`config.mk`:
```
export PLATFORM = sky130hd
export DESIGN_NAME = exu_lsu
export DESIGN_NICKNAME = d
export VERILOG_FILES = /design/src/rtl/exu_isa_pkg.sv /design/src/rtl/exu_bus_pkg.sv /design/src/rtl/exu_lsu.sv
export SDC_FILE = /design/constraint.sdc
export NUM_CORES = 1
export LEC_CHECK = 0
export ABC_AREA = 1
export BUFFER_PORTS_ARGS = -buffer_cell sky130_fd_sc_hd__buf_2
export CAP_MARGIN = 30
export CORE_ASPECT_RATIO = 0.6
export CORE_UTILIZATION = 45
export DETAILED_ROUTE_END_ITERATION = 8
export PLACE_DENSITY = 0.76
export SYNTH_ARGS = -nofsm -noshare
export SYNTH_HDL_FRONTEND = slang
export SYNTH_SLANG_ARGS = --single-unit
```
`constraint.sdc`:
```
create_clock -name clk -period 8.95 [get_ports clk]
set_input_delay 0.4475 -clock clk [delete_from_list [all_inputs] [get_ports clk]]
set_output_delay 0.4475 -clock clk [all_outputs]
set_load 0.05 [all_outputs]
```
`src/rtl/exu_isa_pkg.sv`:
```
package exu_isa_pkg;

   localparam int XLEN       = 32;
   localparam int REG_ADDR_W = 5;
   localparam int OP_W       = 4;

   typedef enum logic [1:0] {
      UNIT_ALU,
      UNIT_BRU,
      UNIT_MUL,
      UNIT_LSU
   } exu_unit_e;

   // shift amount comes from b[4:0]
   typedef enum logic [OP_W-1:0] {
      ADD, SUB, SLT, SLTU,
      AND, OR, XOR, NOR,
      SLL, SRL, SRA
   } alu_op_e;

   // BL and JIRL always taken, both link pc + 4
   typedef enum logic [OP_W-1:0] {
      BEQ, BNE, BLT, BGE, BLTU, BGEU, BL, JIRL
   } bru_op_e;

   typedef enum logic [OP_W-1:0] {
      MUL_LO, MULH_S, MULH_U
   } mul_op_e;

   typedef enum logic [OP_W-1:0] {
      LD_B, LD_H, LD_W, LD_BU, LD_HU, ST_B, ST_H, ST_W
   } lsu_op_e;

   typedef struct packed {
      logic                  valid;
      exu_unit_e             unit;
      logic [OP_W-1:0]       op;
      logic [XLEN-1:0]       a;
      // store data for stores
      logic [XLEN-1:0]       b;
      logic [XLEN-1:0]       offset;
      logic [XLEN-1:0]       pc;
      logic [REG_ADDR_W-1:0] rd;
      logic                  wen;
   } exu_issue_t;

endpackage

```
`src/rtl/exu_bus_pkg.sv`:
```
package exu_bus_pkg;

   import exu_isa_pkg::*;

   // write-back sources, index order is priority order
   localparam int WB_SRC_N = 4;
   localparam int SRC_MUL  = 0;
   localparam int SRC_ALU  = 1;
   localparam int SRC_BRU  = 2;
   localparam int SRC_LSU  = 3;

   // data memory request, addr is the byte address
   typedef struct packed {
      logic [XLEN-1:0] addr;
      logic            wr;
      logic [3:0]      wstrb;
      logic [XLEN-1:0] wdata;
   } data_req_t;

   typedef struct packed {
      logic                  valid;
      logic [REG_ADDR_W-1:0] rd;
      logic [XLEN-1:0]       data;
   } wb_req_t;

endpackage

```
`src/rtl/exu_lsu.sv`:
```
module exu_lsu import exu_isa_pkg::*, exu_bus_pkg::*; (
   input  logic            clk,
   input  logic            arst_n,
   input  exu_issue_t      issue,
   output logic            data_req,
   output data_req_t       data_req_bus,
   input  logic            data_addr_ok,
   input  logic            data_data_ok,
   input  logic [XLEN-1:0] data_rdata,
   output wb_req_t         lsu_wb,
   output logic            lsu_busy,
   output logic            ale,
   output logic [XLEN-1:0] badv
);

   typedef enum logic [1:0] {S_IDLE, S_REQ, S_WAIT} lsu_state_e;

   lsu_state_e            state;
   logic                  is_lsu;
   lsu_op_e               op;
   logic [XLEN-1:0]       addr;
   logic [4:0]            st_shift;
   logic                  is_store;
   logic                  misaligned;
   logic [3:0]            wstrb;
   logic [XLEN-1:0]       st_mask;
   logic [XLEN-1:0]       st_data;
   data_req_t             req_q;
   lsu_op_e               ld_op;
   logic [REG_ADDR_W-1:0] ld_rd;
   logic                  ld_wen;
   logic [4:0]            ld_shift;
   logic [XLEN-1:0]       ld_raw;
   logic [XLEN-1:0]       ld_data;
   logic                  wb_valid;
   logic [XLEN-1:0]       wb_data;

   assign is_lsu   = issue.valid && (issue.unit == UNIT_LSU);
   assign op       = lsu_op_e'(issue.op);
   assign addr     = issue.a + issue.offset;
   assign st_shift = {addr[1:0], 3'b000};

   // size decode, natural alignment and byte lanes
   always_comb begin
      is_store   = 1'b0;
      misaligned = 1'b0;
      wstrb      = 4'b0000;
      st_mask    = '0;
      case (op)
         LD_H, LD_HU: begin
            misaligned = addr[0];
         end
         LD_W: begin
            misaligned = |addr[1:0];
         end
         ST_B: begin
            is_store = 1'b1;
            wstrb    = 4'b0001 << addr[1:0];
            st_mask  = 32'h0000_00ff;
         end
         ST_H: begin
            is_store   = 1'b1;
            misaligned = addr[0];
            wstrb      = 4'b0011 << addr[1:0];
            st_mask    = 32'h0000_ffff;
         end
         ST_W: begin
            is_store   = 1'b1;
            misaligned = |addr[1:0];
            wstrb      = 4'b1111;
            st_mask    = 32'hffff_ffff;
         end
         default: ;
      endcase
   end

   assign st_data = (issue.b & st_mask) << st_shift;

   // load lane extraction
   assign ld_shift = {req_q.addr[1:0], 3'b000};
   assign ld_raw   = data_rdata >> ld_shift;

   always_comb begin
      case (ld_op)
         LD_B:    ld_data = {{(XLEN-8){ld_raw[7]}}, ld_raw[7:0]};
         LD_BU:   ld_data = {{(XLEN-8){1'b0}}, ld_raw[7:0]};
         LD_H:    ld_data = {{(XLEN-16){ld_raw[15]}}, ld_raw[15:0]};
         LD_HU:   ld_data = {{(XLEN-16){1'b0}}, ld_raw[15:0]};
         default: ld_data = ld_raw;
      endcase
   end

   always_ff @(posedge clk or negedge arst_n) begin
      if (!arst_n) begin
         state    <= S_IDLE;
         ale      <= 1'b0;
         wb_valid <= 1'b0;
      end else begin
         ale      <= 1'b0;
         wb_valid <= 1'b0;
         case (state)
            S_IDLE: begin
               if (is_lsu && misaligned) begin
                  ale <= 1'b1;
               end else if (is_lsu) begin
                  state <= S_REQ;
               end
            end
            S_REQ: begin
               // a store is done once the address is taken
               if (data_addr_ok) begin
                  state <= req_q.wr ? S_IDLE : S_WAIT;
               end
            end
            S_WAIT: begin
               if (data_data_ok) begin
                  state    <= S_IDLE;
                  wb_valid <= ld_wen;
               end
            end
            default: state <= S_IDLE;
         endcase
      end
   end

   always_ff @(posedge clk) begin
      if (state == S_IDLE && is_lsu) begin
         req_q  <= '{addr: addr, wr: is_store, wstrb: wstrb, wdata: st_data};
         ld_op  <= op;
         ld_rd  <= issue.rd;
         ld_wen <= issue.wen;
      end
      if (state == S_WAIT && data_data_ok) begin
         wb_data <= ld_data;
      end
   end

   assign data_req     = (state == S_REQ);
   assign data_req_bus = req_q;
   assign badv         = req_q.addr;
   assign lsu_wb       = '{valid: wb_valid, rd: ld_rd, data: wb_data};
   // busy through the load's write-back cycle
   assign lsu_busy     = (state != S_IDLE) || wb_valid;

   a_req_stable: assert property (@(posedge clk) disable iff (!arst_n)
      (data_req && !data_addr_ok) |=> (data_req && $stable(data_req_bus)));

endmodule

```
==> impl_metrics.json, run 1 <==
{
  "synthToLayoutAreaGrowth_pct": 27.14,
  "postCtsHoldBufs": 1,
  "clk_latency_ns": 0.41,
  "synth-edff-count": 111,
  "wl_per_cell_microns": 14.73,
  "hp-class": "in -> reg",
  "cp-startpoint": "issue[38]",
  "crit_required_ns": 9.29,
  "finalCritPeriodShare": 0.2776,
  "cp-start-kind": "input pin",
  "cts_root_buf": "clkbuf_16",
  "ys_seq_area_frac": 0.4557,
  "slew_headroom": 0.4417,
  "cts_resized": 0,
  "dieArea_sq_mm": 0.01728,
  "slew_viol_final": 0,
  "yosysMostFrequentCell": "nand2_1",
  "numPortBuffers": 286,
  "stdcell_area_sq_mm": 0.009578,
  "core-area_sq_mm": 0.01631,
  "cts_sinks": 115,
  "synth.area.top_cells": "edfxtp_1 44%, nand2_1 16%, inv_1 7.1%, ha_1 5.1%, nor2_1 3.9%",
  "ys_types": 40,
  "grt_usage": 0.2413,
  "setup_viol": 0,
  "final_nets": 1423,
  "n_antenna_cell": 0,
  "die_y_microns": 102.2,
  "start_util": 0.4620,
  "drive_above_1_share": 0.2787,
  "fin_worst_skew_ns": 0.01134,
  "r2r_cells": 8,
  "ys_warn_count": 0,
  "netlist_instances": 954,
  "end_kind": "register",
  "synth_top_area_cell": "edfxtp_1",
  "r2r-start": "badv[0]",
  "yosys-top-cells-count": "317 x nand2_1, 142 x inv_1, 111 x edfxtp_1",
  "vias": 7199,
  "grt_setup_unrepaired": "no",
  "final.min_clock_period_ns": 2.485,
  "crit_type": "in -> reg",
  "clkSlewWorstSetupHoldPaths_ns": 0.06,
  "pin_count": 319,
  "ant_nets": 0,
  "crit_end": "state[1]",
  "synth_top_area_frac": 0.4425,
  "cts_buffers": 17,
  "fin_setup_tns_ns": 0,
  "vdd_ir_drop_max_mv": 0.09339,
  "cap_violations": 0,
  "clk_path_buf_depth": 2,
  "post_cts_buffers": 0,
  "powerDensity_mw_per_mm2": 197.0,
  "grt_pass1_wl_mm": 31.75,
  "path_max_fanout": 22,
  "vias_per_cell": 4.948,
  "r2r-end": "wb_data[27]",
  "grt_overflow_total": 0,
  "drc_errors": 0,
  "synth.avg_cell_area_sq_um": 7.897,
  "syn_nets": 1163,
  "clock.fmax_mhz": 402.5,
  "grt_antenna_before_repair": 1,
  "cts_tree": "yes",
  "synth_ff_type": "edfxtp_1",
  "leakage_nw": 4.952,
  "worstMarginPinSlew_ns": 0.8375,
  "power_mw": 1.886,
  "fill_cells": 1488,
  "arrival_ns": 2.83,
  "reg2reg_setup_slack_ns": 6.72,
  "dp_hpwl_mm": 16.39,
  "drt_first_iter_violations": 692,
  "synth_area_sq_mm": 0.007533,
  "status": "finished clean",
  "synth-seq-cells": 115,
  "place_congestion": 0.9376,
  "htreeDepth": 4,
  "fp.dieW_microns": 169.0,
  "rows": 36,
  "first_pass_iters": 6,
  "grt_max_degree": 65,
  "wl_mm": 21.43,
  "grt_pass1_vias": 6050,
  "finalHoldViolCount": 0,
  "synthArstFlopShare": 0.03478,
  "place_area_sq_mm": 0.008975
}
layer usage:
metal / GRT usage / vias up / part of all wire
met3: 0.05112 / 9 / 0.084
met5: 0 / - / 0
li1: - / 3614 / -
met4: 0.05752 / 0 / 0.0041
met2: 0.3512 / 356 / 0.43
met1: 0.3641 / 3220 / 0.49
flip-flops by register name, summed over array words and instances (netlist names):
register,count
ale,1
wb_data,32
data_req_bus,37
wb_valid,1
badv,32
ld_op,4
ld_rd,5
state,2
ld_wen,1
area by class of cell:
cell class                 instances  area, sq um  share of cell area
multi-input combinational        641         3208              0.3349
inverter                         145        544.3             0.05683
clock inverter                    15        167.7             0.01750
timing repair buffer             294         1514              0.1581
clock buffer                      17        425.4             0.04442
sequential                       115         3433              0.3585
tap                              228        285.3             0.02978
worst max-delay path, cell delays in order:
cell and delay (ns):
buf_2 0.10, ha_1 0.24, fa_1 0.48, buf_4 0.24, nor2_2 0.37, clkinv_1 0.45
nand3_1 0.32, nand3_1 0.10, nand2_1 0.07
power breakdown:
part	total (mW)	switching, mW	internal [mW]
clock network	0.689	0.291	0.398
logic	0.532	0.393	0.138
registers	0.666	0.0172	0.649
total	1.89	0.702	1.18
metrics by stage:
step	hold slack (ns)	setup WS, ns	instances	utilization
global route	0.1910	6.359	1455	0.5874
detailed placement	0.2569	6.116	1422	0.5504
CTS	0.1958	6.532	1455	0.5874
finish	0.2158	6.465	1455	0.5874
global placement	0.2562	6.142	1421	0.5487
floorplan	0.1519	2.017	954	-
layout by cell type (no fill, tap or decap), types with 2 or more instances in the layout:
cell	n
nand2_1	317
buf_2	286
inv_1	142
edfxtp_1	111
nor2_1	78
nand3_1	48
o21ai_0	42
a21oi_1	32
ha_1	31
clkbuf_16	17
xor2_1	15
o31ai_1	10
a22oi_1	8
and2_1	8
nor3_1	7
o21ai_2	6
o41ai_1	6
a32oi_1	6
buf_4	6
inv_6	5
nand4_1	4
dfrtp_1	4
inv_8	4
inv_2	2
o21ai_1	2
or2_2	2
a31oi_1	2
nor3_2	2
nor2_2	2
o221ai_1	2
o21bai_1	2
clkinvlp_4	2
clkinv_4	2
worst min path at each step:
stage / start / endpoint / slack, ns / depth (start not counted)
floorplan: arst_n / ale / 0.15 / 0
global placement: arst_n / wb_valid / 0.26 / 1
detailed placement: arst_n / wb_valid / 0.26 / 1
CTS: issue[1] / ld_rd[0] / 0.20 / 1
global route: issue[5] / ld_rd[4] / 0.19 / 1
finish: issue[1] / ld_rd[0] / 0.22 / 1
cells by family (layout without fill, tap and decap cells):
logic type	after synthesis	in the layout	synth area share
buffers and inverters	198	471	0.1194
adder cells (fa/ha/maj)	32	32	0.05414
XOR/XNOR	16	16	0.01860
flip-flops	115	115	0.4557
AND/OR/NAND/NOR	471	471	0.2516
multiplexers	1	1	0.001329
AO/OA/AOI/OAI	121	121	0.09915
(Power assumes the default switching activity.)
==> run 2, diff against run 1 <==
Clock period 8.95 ns to 2.6 ns, I/O delays scaled along.
==> run 2 against run 1 <==
Worst setup slack lost 5.9 ns. Via count up 2.3%. Final cell count increased by 1.6%. Combinational power grew to 3.6 times the previous value. Power rose to 3.5 times the previous value. Global-route usage increased by 1.4 points. Largest cell class unchanged. Largest power group unchanged.
==> impl_metrics.json, run 2 (synthesis gave the netlist of run 1 again) <==
{
  "clkSlewWorstSetupHoldPaths_ns": 0.07,
  "place_congestion": 0.8879,
  "rows": 36,
  "path_max_fanout": 21,
  "grt_usage": 0.2555,
  "numPortBuffers": 286,
  "final_common_cell": "nand2_1",
  "drt_first_iter_violations": 641,
  "arrival_ns": 2.21,
  "final_cells": 1478,
  "dp_hpwl_mm": 17.20,
  "path_depth": 8,
  "core-area_sq_mm": 0.01631,
  "fin_worst_skew_ns": 0.01425,
  "clk_latency_ns": 0.41,
  "ant_nets": 0,
  "p_sw_mw": 2.457,
  "cts_sinks": 115,
  "die_y_microns": 102.2,
  "grt_overflow_total": 0,
  "start_util": 0.4620,
  "wl_mm": 22.21,
  "crit_required_ns": 2.73,
  "n_antenna_cell": 0,
  "fp.dieW_microns": 169.0,
  "htreeDepth": 4,
  "worstMarginPinSlew_ns": 0.8610,
  "slew_headroom": 0.4241,
  "pin_count": 319,
  "hp-class": "in -> async",
  "p_comb_frac": 0.287,
  "final_cell_mix": "317 x nand2_1, 286 x buf_2, 142 x inv_1, 111 x edfxtp_1, 78 x nor2_1",
  "vdd_ir_drop_max_mv": 0.3549,
  "grt_antenna_before_repair": 0,
  "cts_root_buf": "clkbuf_16",
  "largest_reg_flops": 37,
  "fill_cells": 1464,
  "powerDensity_mw_per_mm2": 670.7,
  "finalCritPeriodShare": 0.7984,
  "status": "finished clean",
  "setup_viol": 0,
  "slew_viol_final": 0,
  "critPathSlowestCell": "edfxtp_1",
  "final_nets": 1446,
  "dieArea_sq_mm": 0.01728,
  "r2r_cells": 8,
  "cp-start-kind": "register",
  "grt_max_degree": 32,
  "cp_top_family": "buffers and inverters",
  "place_area_sq_mm": 0.009082,
  "wl_per_cell_microns": 15.03,
  "cts_resized": 0,
  "cap_violations": 0,
  "placed_cells": 1433,
  "clkPwrFrac": 0.363,
  "final.min_clock_period_ns": 2.076,
  "grt_setup_unrepaired": "no",
  "drc_errors": 0,
  "grt_pass1_wl_mm": 33.76,
  "crit_chain": "inv_2 -> nand2_1 -> o211ai_2 -> o21ai_2 -> nand2_4 -> nand2_1 -> inv_2 -> o31ai_1",
  "cts_buffers": 17,
  "crit_buf_inv": 2,
  "swShare": 0.3736,
  "drive_above_1_share": 0.2832,
  "stdcell_area_sq_mm": 0.009806,
  "grt_pass1_vias": 6583,
  "clk_path_buf_depth": 2,
  "vias_per_cell": 4.983,
  "p_int_mw": 4.120,
  "cts_tree": "yes",
  "synthToLayoutAreaGrowth_pct": 30.16,
  "utilization": 0.6014,
  "vias": 7365,
  "finalHoldViolCount": 0,
  "slowest_delay_ns": 0.54,
  "first_pass_iters": 5,
  "leakage_nw": 5.057,
  "seq_power_share": 0.350,
  "end_kind": "register",
  "crit_type": "reg -> reg",
  "clock.fmax_mhz": 481.7
}
==> run 2: cell types whose count changed in the layout (fill, tap and decap cells not counted) <==
cell           change
nor3_4             +1
dlygate4sd3_1     +12
buf_4              +9
dfrtp_1            -1
dfrtp_2            +1
buf_12             +3
buf_16             -1
nor3_2             -1
==> run 2: power groups by stage <==
stage / logic, mW / clock network (mW) / registers (mW)
3_5_place_dp: 1.86 / 0 / 2.34
2_1_floorplan: 0.971 / 0 / 2.71
6_report: 1.89 / 2.38 / 2.30
4_1_cts: 1.88 / 2.43 / 2.30
3_3_place_gp: 1.83 / 0 / 2.34
5_1_grt: 2.05 / 2.51 / 2.32
==> run 2: path summary, 6_finish.rpt <==
check	startpoint	end	slack, ns
hold reg to reg	ld_wen	wb_valid	0.49
setup / recovery	badv[0]	wb_data[16]	0.52
setup reg to reg	badv[0]	wb_data[16]	0.52
max in group asynchronous	arst_n	state[1]	2.40
min in group clk	issue[71]	data_req_bus[1]	0.06
hold / removal	arst_n	wb_valid	0.05
==> run 2: layout make-up <==
class                           count  area (sq um)  share of cell area
Timing Repair Buffer              317          1734              0.1769
Clock buffer                       17         425.4             0.04338
Multi-Input combinational cell    641          3214              0.3278
Sequential cell                   115          3435              0.3503
Clock inverter                     15         167.7             0.01710
Tap cell                          228         285.3             0.02909
Inverter                          145         544.3             0.05551
==> run 2: what timing repair did <==
action                                  CTS  global route
hold endpoints to repair                 16             0
endpoints found under the setup margin    0             0
hold buffers                             13             0
buffers inserted                          0             0
==> run 2: worst register-to-register path, cell delays in order, from the launching register on <==
cell and delay [ns]:
edfxtp_1 0.54, inv_2 0.35, nand2_1 0.13, o211ai_2 0.09
o21ai_2 0.11, nand2_4 0.13, nand2_1 0.08, inv_2 0.24
o31ai_1 0.15
==> run 2: stage by stage <==
stage | setup slack, ns | TNS, ns | power, mW | hold slack, ns
after global placement | 0.3596 | 0 | 4.167 | -0.05480
after detailed placement | 0.2915 | 0 | 4.196 | -0.05158
final | 0.5241 | 0 | 6.577 | 0.05411
after global routing | 0.3637 | 0 | 6.878 | 0.05574
after floorplan | -0.3889 | -17.22 | 3.684 | -0.1656
after CTS | 0.5475 | 0 | 6.610 | 0.03951
==> run 2: per-layer routing <==
metal  track usage  vias up  wire (microns)
met1        0.3718     3309           10370
met4       0.07900        0             323
met2        0.3808      378            9466
li1              -     3655               -
met3       0.05461       23            2057
met5             0        -               0
==> run 3, diff against run 2 <==
Clock period 2.6 ns to 2.1 ns, I/O delays scaled along.
==> run 3 against run 2 <==
Routed wire length decreased by 0.46%. Non-clock buffer count is 8 higher. Worst hold slack worse by 0.015 ns. Critical path type is now in -> reg.
==> impl_metrics.json, run 3 (synthesis gave the netlist of run 1 again) <==
{
  "finalHoldViolCount": 0,
  "die_y_microns": 102.2,
  "vias_per_cell": 5.005,
  "drc_errors": 0,
  "core-area_sq_mm": 0.01631,
  "slew_headroom": 0.6435,
  "postCtsHoldBufs": 13,
  "cp-start-kind": "input pin",
  "finalCritPeriodShare": 0.8963,
  "grt_antenna_before_repair": 0,
  "n_antenna_cell": 0,
  "cts_root_buf": "clkbuf_16",
  "largest_reg_flops": 37,
  "use_met2": 0.3627,
  "drive_above_1_share": 0.2870,
  "leakage_nw": 5.126,
  "numPortBuffers": 286,
  "grt_usage": 0.2507,
  "clock.fmax_mhz": 531.3,
  "fin_worst_skew_ns": 0.01149,
  "fin_setup_tns_ns": 0,
  "powerDensity_mw_per_mm2": 853.1,
  "cts_sinks": 115,
  "cts_resized": 0,
  "gr-usage-met1": 0.3790,
  "wl_per_cell_microns": 14.88,
  "dieArea_sq_mm": 0.01728,
  "vias": 7438,
  "status": "finished clean",
  "final_cell_mix": "317 x nand2_1, 286 x buf_2, 142 x inv_1, 111 x edfxtp_1, 78 x nor2_1",
  "grt_pass1_wl_mm": 33.08,
  "vdd_ir_drop_max_mv": 0.5497,
  "clk_latency_ns": 0.39,
  "post_cts_buffers": 0,
  "arrival_ns": 2.02,
  "clkSlewWorstSetupHoldPaths_ns": 0.06,
  "drt_first_iter_violations": 732,
  "hp-class": "in -> async",
  "crit_type": "in -> reg",
  "first_pass_iters": 6,
  "place_congestion": 0.9000,
  "ant_nets": 0,
  "final_nets": 1454,
  "pin_count": 319,
  "rows": 36,
  "start_util": 0.4620,
  "whs_ns": 0.03880,
  "end_kind": "register",
  "fp.dieW_microns": 169.0,
  "final.min_clock_period_ns": 1.882,
  "setup_viol": 0,
  "synthToLayoutAreaGrowth_pct": 31.81,
  "reg2reg_setup_slack_ns": 0.29,
  "cts_buffers": 17,
  "cts_tree": "yes",
  "cap_violations": 0,
  "path_max_fanout": 11,
  "worstMarginPinSlew_ns": 0.5330,
  "final_common_cell": "nand2_1",
  "clk_path_buf_depth": 2,
  "wl_mm": 22.11,
  "dp_hpwl_mm": 17.24,
  "grt_max_degree": 35,
  "met3_usage": 0.05926,
  "grt_overflow_total": 0,
  "slew_viol_final": 0,
  "crit_required_ns": 2.24,
  "grt_setup_unrepaired": "no",
  "grt_pass1_vias": 6274,
  "htreeDepth": 4,
  "top_usage_layer": "met1"
}
==> run 3: worst paths after layout <==
| kind | startpoint | endpoint | depth (start not counted) |
|---|---|---|---|
| max | issue[135] | data_req_bus[25] | 10 |
| min | arst_n | state[0] | 2 |
| max reg2reg | badv[0] | wb_data[26] | 7 |
| min reg2reg | ld_wen | wb_valid | 2 |
| max in group asynchronous | arst_n | state[1] | 2 |
| min in group clk | issue[90] | data_req_bus[20] | 3 |
==> run 3: power by group <==
part | switching (mW) | total, mW | internal (mW)
clock | 1.14 | 3.27 | 2.13
sequential | 0.0822 | 2.85 | 2.77
combinational | 1.70 | 2.36 | 0.657
==> run 3: area by class of cell <==
cell class	count	area, sq um
flip-flops and latches	115	3435
clock inverters	14	227.7
fillers	1482	6376
inverters	145	544.3
multi-input cells	641	3214
well taps	228	285.3
repair buffers	325	1794
clock buffers	18	429.2
==> run 3: metal layers <==
metal / routed length [microns] / up-vias
li1: - / 3663
met1: 10270 / 3332
met2: 9300 / 431
met3: 2404 / 12
met4: 131 / 0
met5: 0 / -
==> run 3: per-stage QoR <==
step | total power, mW | std cells | util | setup slack (ns) | area [sq um]
after floorplan | 4.560 | 954 | - | -0.8889 | 7548
after global placement | 5.175 | 1441 | 0.5607 | 0.09584 | 9143
after detailed placement | 5.203 | 1441 | 0.5607 | 0.03108 | 9143
after CTS | 8.498 | 1486 | 0.6090 | 0.2760 | 9930
after global routing | 8.812 | 1486 | 0.6090 | 0.07683 | 9930
final | 8.471 | 1486 | 0.6090 | 0.2178 | 9930
==> run 3: worst max-delay path: stages <==
cell	delay [ns]
dlygate4sd3_1	0.54
buf_2	0.15
inv_1	0.12
nor2_1	0.07
o21ai_1	0.21
nand2_1	0.31
nand2_1	0.25
o21ai_0	0.12
nand2_1	0.07
o21ai_0	0.07
